### config.mk
export PLATFORM = sky130hd
export DESIGN_NAME = cpuCore
export DESIGN_NICKNAME = d
export VERILOG_FILES = /design/src/cpuPkg.sv /design/src/cpuCore.sv /design/src/execUnit.sv /design/src/insnDecode.sv /design/src/regFile.sv
export SDC_FILE = /design/constraint.sdc
export NUM_CORES = 2
export LEC_CHECK = 0
export BUFFER_PORTS_ARGS = -buffer_cell sky130_fd_sc_hd__buf_2
export CORE_UTILIZATION = 40
export CTS_CLUSTER_SIZE = 16
export DETAILED_ROUTE_END_ITERATION = 8
export PLACE_DENSITY = 0.6
export SYNTH_ARGS = -nofsm -noshare
export SYNTH_HDL_FRONTEND = slang
export SYNTH_SLANG_ARGS = --single-unit
### constraint.sdc
create_clock -name clk -period 14.9 [get_ports clk]
set_input_delay 0.745 -clock clk [delete_from_list [all_inputs] [get_ports clk]]
set_output_delay 0.745 -clock clk [all_outputs]
set_load 0.1 [all_outputs]
### src/cpuPkg.sv
`default_nettype none

package cpuPkg;

    localparam int DATA_WIDTH = 32;

    // Fixed addresses of the memory map
    localparam logic [DATA_WIDTH-1:0] RESET_VECTOR = 32'h100;  // First fetched instruction
    localparam logic [DATA_WIDTH-1:0] VECTOR_BASE  = 32'h20;   // Throw table, or'ed with vector
    localparam logic [DATA_WIDTH-1:0] TRAP_ADDR    = 32'h1f;   // Receives the return address

    // ALU operations, in encoding order
    typedef enum logic [3:0] {
        opOr, opAnd, opAdd, opMul,
        opReserved, opShl, opLt, opEq,
        opGe, opAndn, opXor, opSub,
        opXnor, opShr, opNe, opSra
    } aluOp;

    // Operand arrangement into A, B and C
    typedef enum logic [1:0] {
        kindXYI,    // A = X, B = Y, C = imm
        kindXIY,    // A = X, B = imm, C = Y
        kindIXY,    // A = imm, B = X, C = Y
        kindThrow
    } opKind;

    typedef enum logic [3:0] {
        sIdle,
        sIssue, sArrange, sExecute, sSettle,
        sMemory, sCommit, sNextP, sFetch,
        sThrow,     // Table address formed
        sVector,    // Handler address read
        sSaveRet,
        sJump       // Return address stored at the trap word
    } coreState;

endpackage

`default_nettype wire

### src/cpuCore.sv
`default_nettype none

module cpuCore (
    input  wire                           clk,
    input  wire                           reset_n,
    input  wire                           halt,
    output logic [cpuPkg::DATA_WIDTH-1:0] iAddr,
    input  wire  [cpuPkg::DATA_WIDTH-1:0] iData,
    output logic [cpuPkg::DATA_WIDTH-1:0] dAddr,
    output logic [cpuPkg::DATA_WIDTH-1:0] dOut,
    input  wire  [cpuPkg::DATA_WIDTH-1:0] dIn,
    output logic                          memStrobe,
    output logic                          memWrite,
    output logic                          running
);

    cpuPkg::coreState state, stateNext;

    logic [cpuPkg::DATA_WIDTH-1:0] insn;
    logic [cpuPkg::DATA_WIDTH-1:0] resultReg;
    logic [cpuPkg::DATA_WIDTH-1:0] loadedData;
    logic [cpuPkg::DATA_WIDTH-1:0] nextP;
    logic [cpuPkg::DATA_WIDTH-1:0] vecTarget;

    logic [3:0]                    idxZ, idxX, idxY;
    logic [cpuPkg::DATA_WIDTH-1:0] imm;
    cpuPkg::aluOp                  op;
    cpuPkg::opKind                 kind;
    logic                          storing, derefRhs, throwing, jumping;
    logic [4:0]                    vector;
    logic [cpuPkg::DATA_WIDTH-1:0] valZ, valX, valY;
    logic [cpuPkg::DATA_WIDTH-1:0] aluResult;
    logic [cpuPkg::DATA_WIDTH-1:0] nextZ;
    logic                          loading;
    logic                          regWrite;

    always_comb begin
        case (state)
            cpuPkg::sIdle:    stateNext = halt ? cpuPkg::sIdle : cpuPkg::sNextP;
            cpuPkg::sIssue: begin
                if (halt) begin
                    stateNext = cpuPkg::sIdle;
                end else if (throwing) begin
                    stateNext = cpuPkg::sThrow;
                end else begin
                    stateNext = cpuPkg::sArrange;
                end
            end
            cpuPkg::sArrange: stateNext = cpuPkg::sExecute;
            cpuPkg::sExecute: stateNext = cpuPkg::sSettle;
            cpuPkg::sSettle:  stateNext = cpuPkg::sMemory;   // Slack for the multiplier
            cpuPkg::sMemory:  stateNext = cpuPkg::sCommit;
            cpuPkg::sCommit:  stateNext = cpuPkg::sNextP;
            cpuPkg::sNextP:   stateNext = cpuPkg::sFetch;
            cpuPkg::sFetch:   stateNext = cpuPkg::sIssue;
            cpuPkg::sThrow:   stateNext = cpuPkg::sVector;
            cpuPkg::sVector:  stateNext = cpuPkg::sSaveRet;
            cpuPkg::sSaveRet: stateNext = cpuPkg::sJump;
            cpuPkg::sJump:    stateNext = cpuPkg::sNextP;
            default:          stateNext = cpuPkg::sIdle;
        endcase
    end

    always_ff @(posedge clk) begin
        if (!reset_n) begin
            state <= cpuPkg::sIdle;
        end else begin
            state <= stateNext;
        end
    end

    // Datapath registers, one owner state each
    always_ff @(posedge clk) begin
        case (state)
            cpuPkg::sIdle:    iAddr <= cpuPkg::RESET_VECTOR;
            cpuPkg::sExecute: resultReg <= aluResult;
            cpuPkg::sMemory:  loadedData <= dIn;
            cpuPkg::sCommit:  iAddr <= jumping ? nextZ : nextP;
            cpuPkg::sNextP:   nextP <= iAddr + 32'd1;
            cpuPkg::sFetch:   insn <= iData;
            cpuPkg::sThrow:   resultReg <= cpuPkg::VECTOR_BASE | vector;
            cpuPkg::sVector:  vecTarget <= dIn;      // Handler address from the table
            cpuPkg::sSaveRet: resultReg <= nextP;    // Resume after the throw
            cpuPkg::sJump:    iAddr <= vecTarget;
            default: ;
        endcase
    end

    insnDecode decode0 (
        .insn     (insn),
        .idxZ     (idxZ),
        .idxX     (idxX),
        .idxY     (idxY),
        .imm      (imm),
        .op       (op),
        .kind     (kind),
        .storing  (storing),
        .derefRhs (derefRhs),
        .throwing (throwing),
        .jumping  (jumping),
        .vector   (vector)
    );

    execUnit exec0 (
        .clk       (clk),
        .arrangeEn (state == cpuPkg::sIssue),
        .executeEn (state == cpuPkg::sArrange),
        .kind      (kind),
        .op        (op),
        .valX      (valX),
        .valY      (valY),
        .imm       (imm),
        .result    (aluResult)
    );

    // Memory access in sMemory, trap word store in sJump
    assign loading   = derefRhs && !storing;
    assign memStrobe = (state == cpuPkg::sMemory && (storing || derefRhs))
                       || state == cpuPkg::sJump;
    assign memWrite  = memStrobe && (storing || state == cpuPkg::sJump);

    always_comb begin
        if (state == cpuPkg::sJump) begin
            dAddr = cpuPkg::TRAP_ADDR;
        end else if (derefRhs || state == cpuPkg::sVector) begin
            dAddr = resultReg;
        end else begin
            dAddr = valZ;    // Plain store goes to the address in Z
        end
    end

    assign dOut = (derefRhs && state != cpuPkg::sJump) ? valZ : resultReg;

    // Write back, suppressed for stores
    assign nextZ    = loading ? loadedData : resultReg;
    assign regWrite = (state == cpuPkg::sCommit) && !storing;

    regFile regs0 (
        .clk     (clk),
        .writeEn (regWrite),
        .idxZ    (idxZ),
        .idxX    (idxX),
        .idxY    (idxY),
        .nextZ   (nextZ),
        .nextP   (nextP),
        .valZ    (valZ),
        .valX    (valX),
        .valY    (valY)
    );

    assign running = (state != cpuPkg::sIdle);

endmodule

`default_nettype wire

### src/execUnit.sv
`default_nettype none

module execUnit (
    input  wire                           clk,
    input  wire                           arrangeEn,
    input  wire                           executeEn,
    input  wire cpuPkg::opKind            kind,
    input  wire cpuPkg::aluOp             op,
    input  wire  [cpuPkg::DATA_WIDTH-1:0] valX,
    input  wire  [cpuPkg::DATA_WIDTH-1:0] valY,
    input  wire  [cpuPkg::DATA_WIDTH-1:0] imm,
    output logic [cpuPkg::DATA_WIDTH-1:0] result
);

    logic signed [cpuPkg::DATA_WIDTH-1:0] opA, opB, opC;
    logic signed [cpuPkg::DATA_WIDTH-1:0] opVal;
    logic [4:0]                           shamt;

    assign shamt = opB[4:0];  // Shift amount from the low bits of B

    // Arrange stage
    always_ff @(posedge clk) begin
        if (arrangeEn) begin
            case (kind)
                cpuPkg::kindXYI: begin
                    opA <= valX;
                    opB <= valY;
                    opC <= imm;
                end
                cpuPkg::kindXIY: begin
                    opA <= valX;
                    opB <= imm;
                    opC <= valY;
                end
                cpuPkg::kindIXY: begin
                    opA <= imm;
                    opB <= valX;
                    opC <= valY;
                end
                default: begin
                    opA <= '0;   // Throw uses no operands
                    opB <= '0;
                    opC <= '0;
                end
            endcase
        end
    end

    // Comparisons give all-ones for true
    always_comb begin
        case (op)
            cpuPkg::opOr:   opVal = opA | opB;
            cpuPkg::opAnd:  opVal = opA & opB;
            cpuPkg::opAdd:  opVal = opA + opB;
            cpuPkg::opMul:  opVal = opA * opB;
            cpuPkg::opShl:  opVal = opA << shamt;
            cpuPkg::opLt:   opVal = {cpuPkg::DATA_WIDTH{opA < opB}};
            cpuPkg::opEq:   opVal = {cpuPkg::DATA_WIDTH{opA == opB}};
            cpuPkg::opGe:   opVal = {cpuPkg::DATA_WIDTH{opA >= opB}};
            cpuPkg::opAndn: opVal = opA & ~opB;
            cpuPkg::opXor:  opVal = opA ^ opB;
            cpuPkg::opSub:  opVal = opA - opB;
            cpuPkg::opXnor: opVal = opA ~^ opB;
            cpuPkg::opShr:  opVal = opA >> shamt;    // Logical
            cpuPkg::opNe:   opVal = {cpuPkg::DATA_WIDTH{opA != opB}};
            cpuPkg::opSra:  opVal = opA >>> shamt;   // Keeps the sign of A
            default:        opVal = '0;              // Reserved opcode
        endcase
    end

    // Execute stage, operation plus addend
    always_ff @(posedge clk) begin
        if (executeEn) begin
            result <= opVal + opC;
        end
    end

endmodule

`default_nettype wire

### src/insnDecode.sv
`default_nettype none

module insnDecode (
    input  wire  [cpuPkg::DATA_WIDTH-1:0] insn,
    output logic [3:0]                    idxZ,
    output logic [3:0]                    idxX,
    output logic [3:0]                    idxY,
    output logic [cpuPkg::DATA_WIDTH-1:0] imm,
    output cpuPkg::aluOp                  op,
    output cpuPkg::opKind                 kind,
    output logic                          storing,
    output logic                          derefRhs,
    output logic                          throwing,
    output logic                          jumping,
    output logic [4:0]                    vector
);

    // Fields from the top: kind, store, deref, Z, X, Y, op, imm
    assign kind     = cpuPkg::opKind'(insn[31:30]);
    assign storing  = insn[29];
    assign derefRhs = insn[28];
    assign idxZ     = insn[27:24];
    assign idxX     = insn[23:20];
    assign idxY     = insn[19:16];
    assign op       = cpuPkg::aluOp'(insn[15:12]);
    assign imm      = {{(cpuPkg::DATA_WIDTH-12){insn[11]}}, insn[11:0]};

    assign vector   = insn[4:0];    // Throw vector overlaps the immediate
    assign throwing = (kind == cpuPkg::kindThrow);
    assign jumping  = (idxZ == 4'd15) && !storing;

endmodule

`default_nettype wire

### src/regFile.sv
`default_nettype none

module regFile (
    input  wire                           clk,
    input  wire                           writeEn,
    input  wire  [3:0]                    idxZ,
    input  wire  [3:0]                    idxX,
    input  wire  [3:0]                    idxY,
    input  wire  [cpuPkg::DATA_WIDTH-1:0] nextZ,
    input  wire  [cpuPkg::DATA_WIDTH-1:0] nextP,
    output logic [cpuPkg::DATA_WIDTH-1:0] valZ,
    output logic [cpuPkg::DATA_WIDTH-1:0] valX,
    output logic [cpuPkg::DATA_WIDTH-1:0] valY
);

    logic [cpuPkg::DATA_WIDTH-1:0] regs [1:14];

    // Index 15 is P, index 0 is hardwired zero
    assign valZ = (idxZ == 4'd15) ? nextP : (idxZ == 4'd0) ? '0 : regs[idxZ];
    assign valX = (idxX == 4'd15) ? nextP : (idxX == 4'd0) ? '0 : regs[idxX];
    assign valY = (idxY == 4'd15) ? nextP : (idxY == 4'd0) ? '0 : regs[idxY];

    // P is written by the core sequencer, not here
    always_ff @(posedge clk) begin
        if (writeEn && idxZ != 4'd0 && idxZ != 4'd15) begin
            regs[idxZ] <= nextZ;
        end
    end

endmodule

`default_nettype wire

# --- Word level (Yosys, flattened, before mapping) ---
# Memories as Yosys holds them, arrays and structs flattened. A register that Yosys moved wholly into a read port is not among the register bits.
# Index checks and enable logic that the tools add are counted.
totals:
  register_bits: 324
  mem_bits_rw: 448
  inputBits: 67
  n_memories: 1
classes:
  addsub: 4
  n_mul: 1
  n_lt_le_gt_ge: 2
  eq_ne: 36
  shifts: 3
  n_mux: 26
  n_bitwise: 6
  reduce_logical: 26
memory_table:
  columns: ["memory", "depth", "width", "read_ports", "rd_ports_with_merged_regs", "write_ports", "line", "rtl"]
  rows:
  - ["regs0.regs", 14, 32, 3, 3, 1, "regFile.sv:16", "logic [cpuPkg::DATA_WIDTH-1:0] regs [1:14];"]
op_table:
  columns: ["op", "n"]
  rows:
  - ["one-hot mux 32 bit (15 select lines)", 1]
  - ["2-to-1 mux 32 bit", 11]
  - ["one-hot mux 32 bit (3 select lines)", 3]
  - ["one-hot mux 32 bit (2 select lines)", 2]
  - ["adder 32 bit", 2]
  - ["bitwise AND 32 bit", 2]
  - ["equality test 4 bit, second input constant", 16]
  - ["one-hot mux 4 bit (12 select lines)", 1]
  - ["adder 32 x 1 -> 32 bit, second input constant", 1]
  - ["equality test 32 bit", 1]
  - [">= comparator 32 bit", 1]
  - ["less-than comparator 32 bit", 1]
  - ["multiplier 32 x 32 -> 32 bit", 1]
  - ["inequality test 32 bit", 1]
  - ["NOT 32 bit", 1]
  - ["bitwise OR 32 bit", 1]
  - ["left shift 32 x 5 -> 32 bit", 1]
  - [">> shifter 32 x 5 -> 32 bit", 1]
  - [">>> shifter 32 x 5 -> 32 bit", 1]
  - ["subtractor 32 bit", 1]
  - ["bitwise XNOR 32 bit", 1]
  - ["bitwise XOR 32 bit", 1]
  - ["equality test 4 x 3 -> 1 bit, second input constant", 7]
  - ["logical NOT 4 bit", 5]
  - ["15 further kinds", 40]

# --- Longest topological paths before layout ---
depth:
  word_depth: 6
  ltp_mapped: 42

# --- By module ---
# A second synthesis with hierarchy kept.
hier_totals:
  hier_cells: 6730
  hier_area_um2: 66994.3
modules_own_cells:
  columns: ["mod", "n_inst", "cells_per_inst", "area_per_inst_um2"]
  rows:
  - ["execUnit", 1, 3753, 31143.6]
  - ["regFile", 1, 2171, 26148.8]
  - ["cpuCore", 1, 746, 9251.4]
  - ["insnDecode", 1, 60, 450.4]

# --- Worst setup path after synthesis ---
# OpenSTA, ideal clock, no wires.
synth_timing:
  path_kind: "register -> register"
  startpoint: "reg exec0.opB[2] in the netlist's numbering"
  endpoint: "reg exec0.result[31] in the netlist's numbering (data pin)"
  setup_ns: 0.259
  t_arrival_ns: 9.826
  required_time_ns: 14.641
  path_slack_ns: 4.815
  path_stages_with_launch: 38
  n_path_buf: 6
  path_cell_list: "edfxtp_1 clkbuf_1 inv_1 buf_2 buf_1 clkbuf_1 clkbuf_1 buf_1 nor2_1 fa_1 fa_1 inv_1 fa_1 fa_1 inv_1 fa_1 inv_1 fa_1 (+2 left out) fa_1 ha_1 and3_1 and3_1 a2111o_1 xor2_1 a221o_1 ha_1 a21o_1 a21oi_1 o21ai_0 a21o_1 a221oi_1 a2bb2oi_1 a41oi_1 nor2_1 xnor2_1 xnor2_1"
synth_via:
  elab_chain_cells: 4
synth_lines:
  columns: ["item", "line", "rtl"]
  rows:
  - ["from (decl)", "execUnit.sv:15", "logic signed [cpuPkg::DATA_WIDTH-1:0] opA, opB, opC;"]
  - ["from (signal assigned)", "execUnit.sv:27", "opB <= valY;"]
  - ["from (signal assigned)", "execUnit.sv:32", "opB <= imm;"]
  - ["from (signal assigned)", "execUnit.sv:37", "opB <= valX;"]
  - ["branches (longest 2 deep; another with multiplier 32 x 32 -> 32 bit)", null, null]
  - ["one-hot mux 32 bit (15 select lines) (*)", "execUnit.sv:51", "case (op)"]
  - ["adder 32 bit (*)", "execUnit.sv:74", "result <= opVal + opC;"]
  - ["to (signal assigned)", "execUnit.sv:74", null]
  - ["to (decl)", "execUnit.sv:12", "output logic [cpuPkg::DATA_WIDTH-1:0] result"]
# Every way passes the cells marked *.
# A chain may end at the register's enable or synchronous reset.

# --- Worst setup path after layout ---
layout_timing:
  startpoint: "reg exec0.opB[6] in the netlist's numbering"
  endpoint: "reg exec0.result[30] in the netlist's numbering (data pin)"
# Same word-level chain as after synthesis.

==> results.toml <==
[yosys]
syn_nets = 6788
synth_edf_count = 768
syn_area_sq_mm = 0.0654
ys_ff_latch = 784
syn_inst = 6027
seq_area_frac_synth_pct = 35.8
synth-main-ff-cell = "edfxtp_1"
yosys_warnings = 0
synth_top_area_cell = "edfxtp_1"
synth_top_area_share_pct = 35.3
avgSynthCellArea_sq_um = 10.8
ys_async_sr_fraction_pct = 0
synth_area_leaders = "edfxtp_1, fa_1, mux4_2, ha_1, nor2_1"
ys_types = 98

[place]
hpwlAfterDp_mm = 168
place_congestion = 1.03
place_area_sq_mm = 0.0685
placed_cells = 8058
port_buffers = 165

[critical_path]
end_kind = "flop"
cp_max_fo = 18
r2r_start = "exec0.opB[6]$_DFFE_PP_"
worstPathRequired_ns = 15.33
cpPeakStageDelay_ns = 0.87
critPathArrivalTime_ns = 11.35
cp-startpoint = "exec0.opB[6]$_DFFE_PP_"
start_kind = "flop"
critPathKind = "reg -> reg"
slowest_stage = "clkinv_1"

[floorplanning]
io_pins = 166
die-area_sq_mm = 0.165
die_h_microns = 406
initial_core_util_pct = 40.5
die-width_microns = 406
num_rows = 147
core_area_sq_mm = 0.161

[detailed_routing]
vias = 51003
post-route-drc-count = 0
viasPerCell = 6.22
dr.pass1.iters = 6
wl_mm = 239
wire_per_inst_microns = 29.2
drt_iter0_markers = 6147
antenna_left = 0

[cts]
cts_hold_buf = 0
clkLatencyLatePin_ns = 0.67
cts_sinks = 784
cts.repair.resized = 0
clk_pin_slew_ns = 0.07
cts_tree = "built"
htree_levels = 3
cts_made_buffers = 76
clockBufferDepth = 3
root_buffer = "clkbuf_16"
cts_setup_buffers = 0

[final_layout]
seq_area_sq_mm = 0.0234
syn_to_final_growth_pct = 8.49
fillers = 15130
postLayoutCellArea_sq_mm = 0.0709
final_nets = 6737
finalNonFillerCells = 8196
drive_gt1_share_pct = 14.8
fin_util_pct = 43.9
multiInputGateArea_sq_mm = 0.0384

[run]
drv_cap = 0

[global_routing]
grt_pass1_wl_mm = 348
grt.overflow.total = 0
grt_max_degree = 83
grt_pass1_vias = 50602
globalRouteTotalUtil_pct = 28.9
antenna_found_initial = 2

[sta]
slew_violations = 0
setup_viol = 0
period_needed_ns = 10.92
timing.fmax_mhz = 91.6
rsz0062_at_grt = "no"
worst_slew_pin_slew_ns = 1.16
timing.setup.tns_ns = 0
slew_headroom_pct = 20.7
finClkSkew_ns = 0.0307
finalCritPeriodShare_pct = 73.3
hold_viol_final = 0

[hold_path]
hold_path.class = "in -> reg"
hold_start = "iData[2]"

[run_status]
status = "finished clean"
-- flip-flops by register name (all words and copies together), names as in the netlist, named ones only --
name,count
exec0.opA,32
exec0.opB,32
exec0.opC,32
exec0.result,32
iAddr,32
insn,32
loadedData,32
nextP,32
regs0.regs,448
resultReg,32
state,4
vecTarget,32
-- final cells by class --
| cell class | instances | area share [%] |
|---|---|---|
| Multi-Input combinational cell | 4257 | 54.2 |
| Sequential cell | 784 | 33.0 |
| Tap cell | 2160 | 3.81 |
| Inverter | 547 | 2.89 |
| Clock buffer | 92 | 2.81 |
| Timing Repair Buffer | 310 | 2.70 |
| Clock inverter | 45 | 0.559 |
| Antenna cell | 1 | 0.00353 |
-- metal layers --
layer,global-route usage [%],wire length (microns)
met1,37.0,90800
met2,46.9,112000
met3,4.57,21400
met4,15.5,14800
met5,0,13
-- cell families (layout without fill, tap and decap cells) --
| family | Yosys count | count (layout) | synth area share (%) |
|---|---|---|---|
| xor gates and xnor gates | 184 | 184 | 2.47 |
| muxes | 651 | 651 | 16.4 |
| and+or+nand+nor | 1566 | 1566 | 10.1 |
| other | 0 | 1 | 0 |
| adders and majority gates | 694 | 694 | 18.0 |
| DFF | 784 | 784 | 35.8 |
| AOI/OAI and AO/OA | 1162 | 1162 | 11.5 |
| buffers and inverters | 986 | 994 | 5.80 |
-- worst paths after layout --
kind | end | slack, ns | cells after the start
worst min register to register | iAddr[27]$_DFFE_PP_ | 0.52 | 2
worst max register to register | exec0.result[30]$_DFFE_PP_ | 3.98 | 32
worst max-delay path | exec0.result[30]$_DFFE_PP_ | 3.98 | 32
worst min-delay path | insn[2]$_DFFE_PN_ | 0.24 | 1
-- per-stage QoR --
| stage | hold WS (ns) | setup slack [ns] |
|---|---|---|
| floorplan | 0.493 | 4.81 |
| global placement | 0.504 | 4.28 |
| detailed placement | 0.512 | 4.12 |
| CTS | 0.206 | 4.15 |
| global route | 0.228 | 3.62 |
| finish | 0.243 | 3.98 |
-- layout by cell type (no fill, tap or decap), drive strengths merged, types with 20 or more instances in the layout --
cell type  count
a211oi        45
a21o          30
a21oi        375
a221oi        21
a22o          61
a22oi         85
a31oi         23
a32oi         20
and3          28
buf          310
clkbuf        92
clkinv        45
edfxtp       768
fa           411
ha           283
inv          538
mux2          48
mux2i        271
mux4         332
nand2        548
nand2b        28
nand3         47
nand4         20
nor2         736
nor2b         39
nor3          44
o211ai        21
o21a          37
o21ai        267
o21bai        20
o221ai        31
xnor2        117
xor2          67
-- Yosys cell counts, types with 9 or more instances --
master     count
edfxtp_1     768
nor2_1       736
nand2_1      548
inv_1        533
fa_1         411
a21oi_1      374
mux4_2       332
clkbuf_1     323
ha_1         283
mux2i_1      271
o21ai_0      257
xnor2_1      117
a22oi_1       85
buf_1         72
xor2_1        67
a22o_1        61
mux2_2        47
nand3_1       47
a211oi_1      44
nor3_1        40
nor2b_1       39
o21a_1        37
buf_2         36
o221ai_1      31
a21o_1        30
and3_1        27
nand2b_1      27
a221oi_1      20
a31oi_1       20
a32oi_1       20
nand4_1       20
o211ai_1      20
o21bai_1      20
dfxtp_1       16
or3_1         16
a221o_1       12
clkinv_1      12
o22ai_1       12
a222oi_1      11
nor4_1        11
and2_1        10
o2111ai_1      9
-- worst max-delay path, delay by kind of cell, from the launching register on --
family                     cells  cell delay [ns]
xor gates and xnor gates       2             0.20
DFF                            1             0.86
AOI/OAI and AO/OA             13             3.68
buffers and inverters          4             1.06
adders and majority gates     10             3.98
and+or+nand+nor                3             0.87
Power is left out: the tool's default activity adds up to more than one toggle a clock period on the data nets, which glitch-free logic cannot reach.
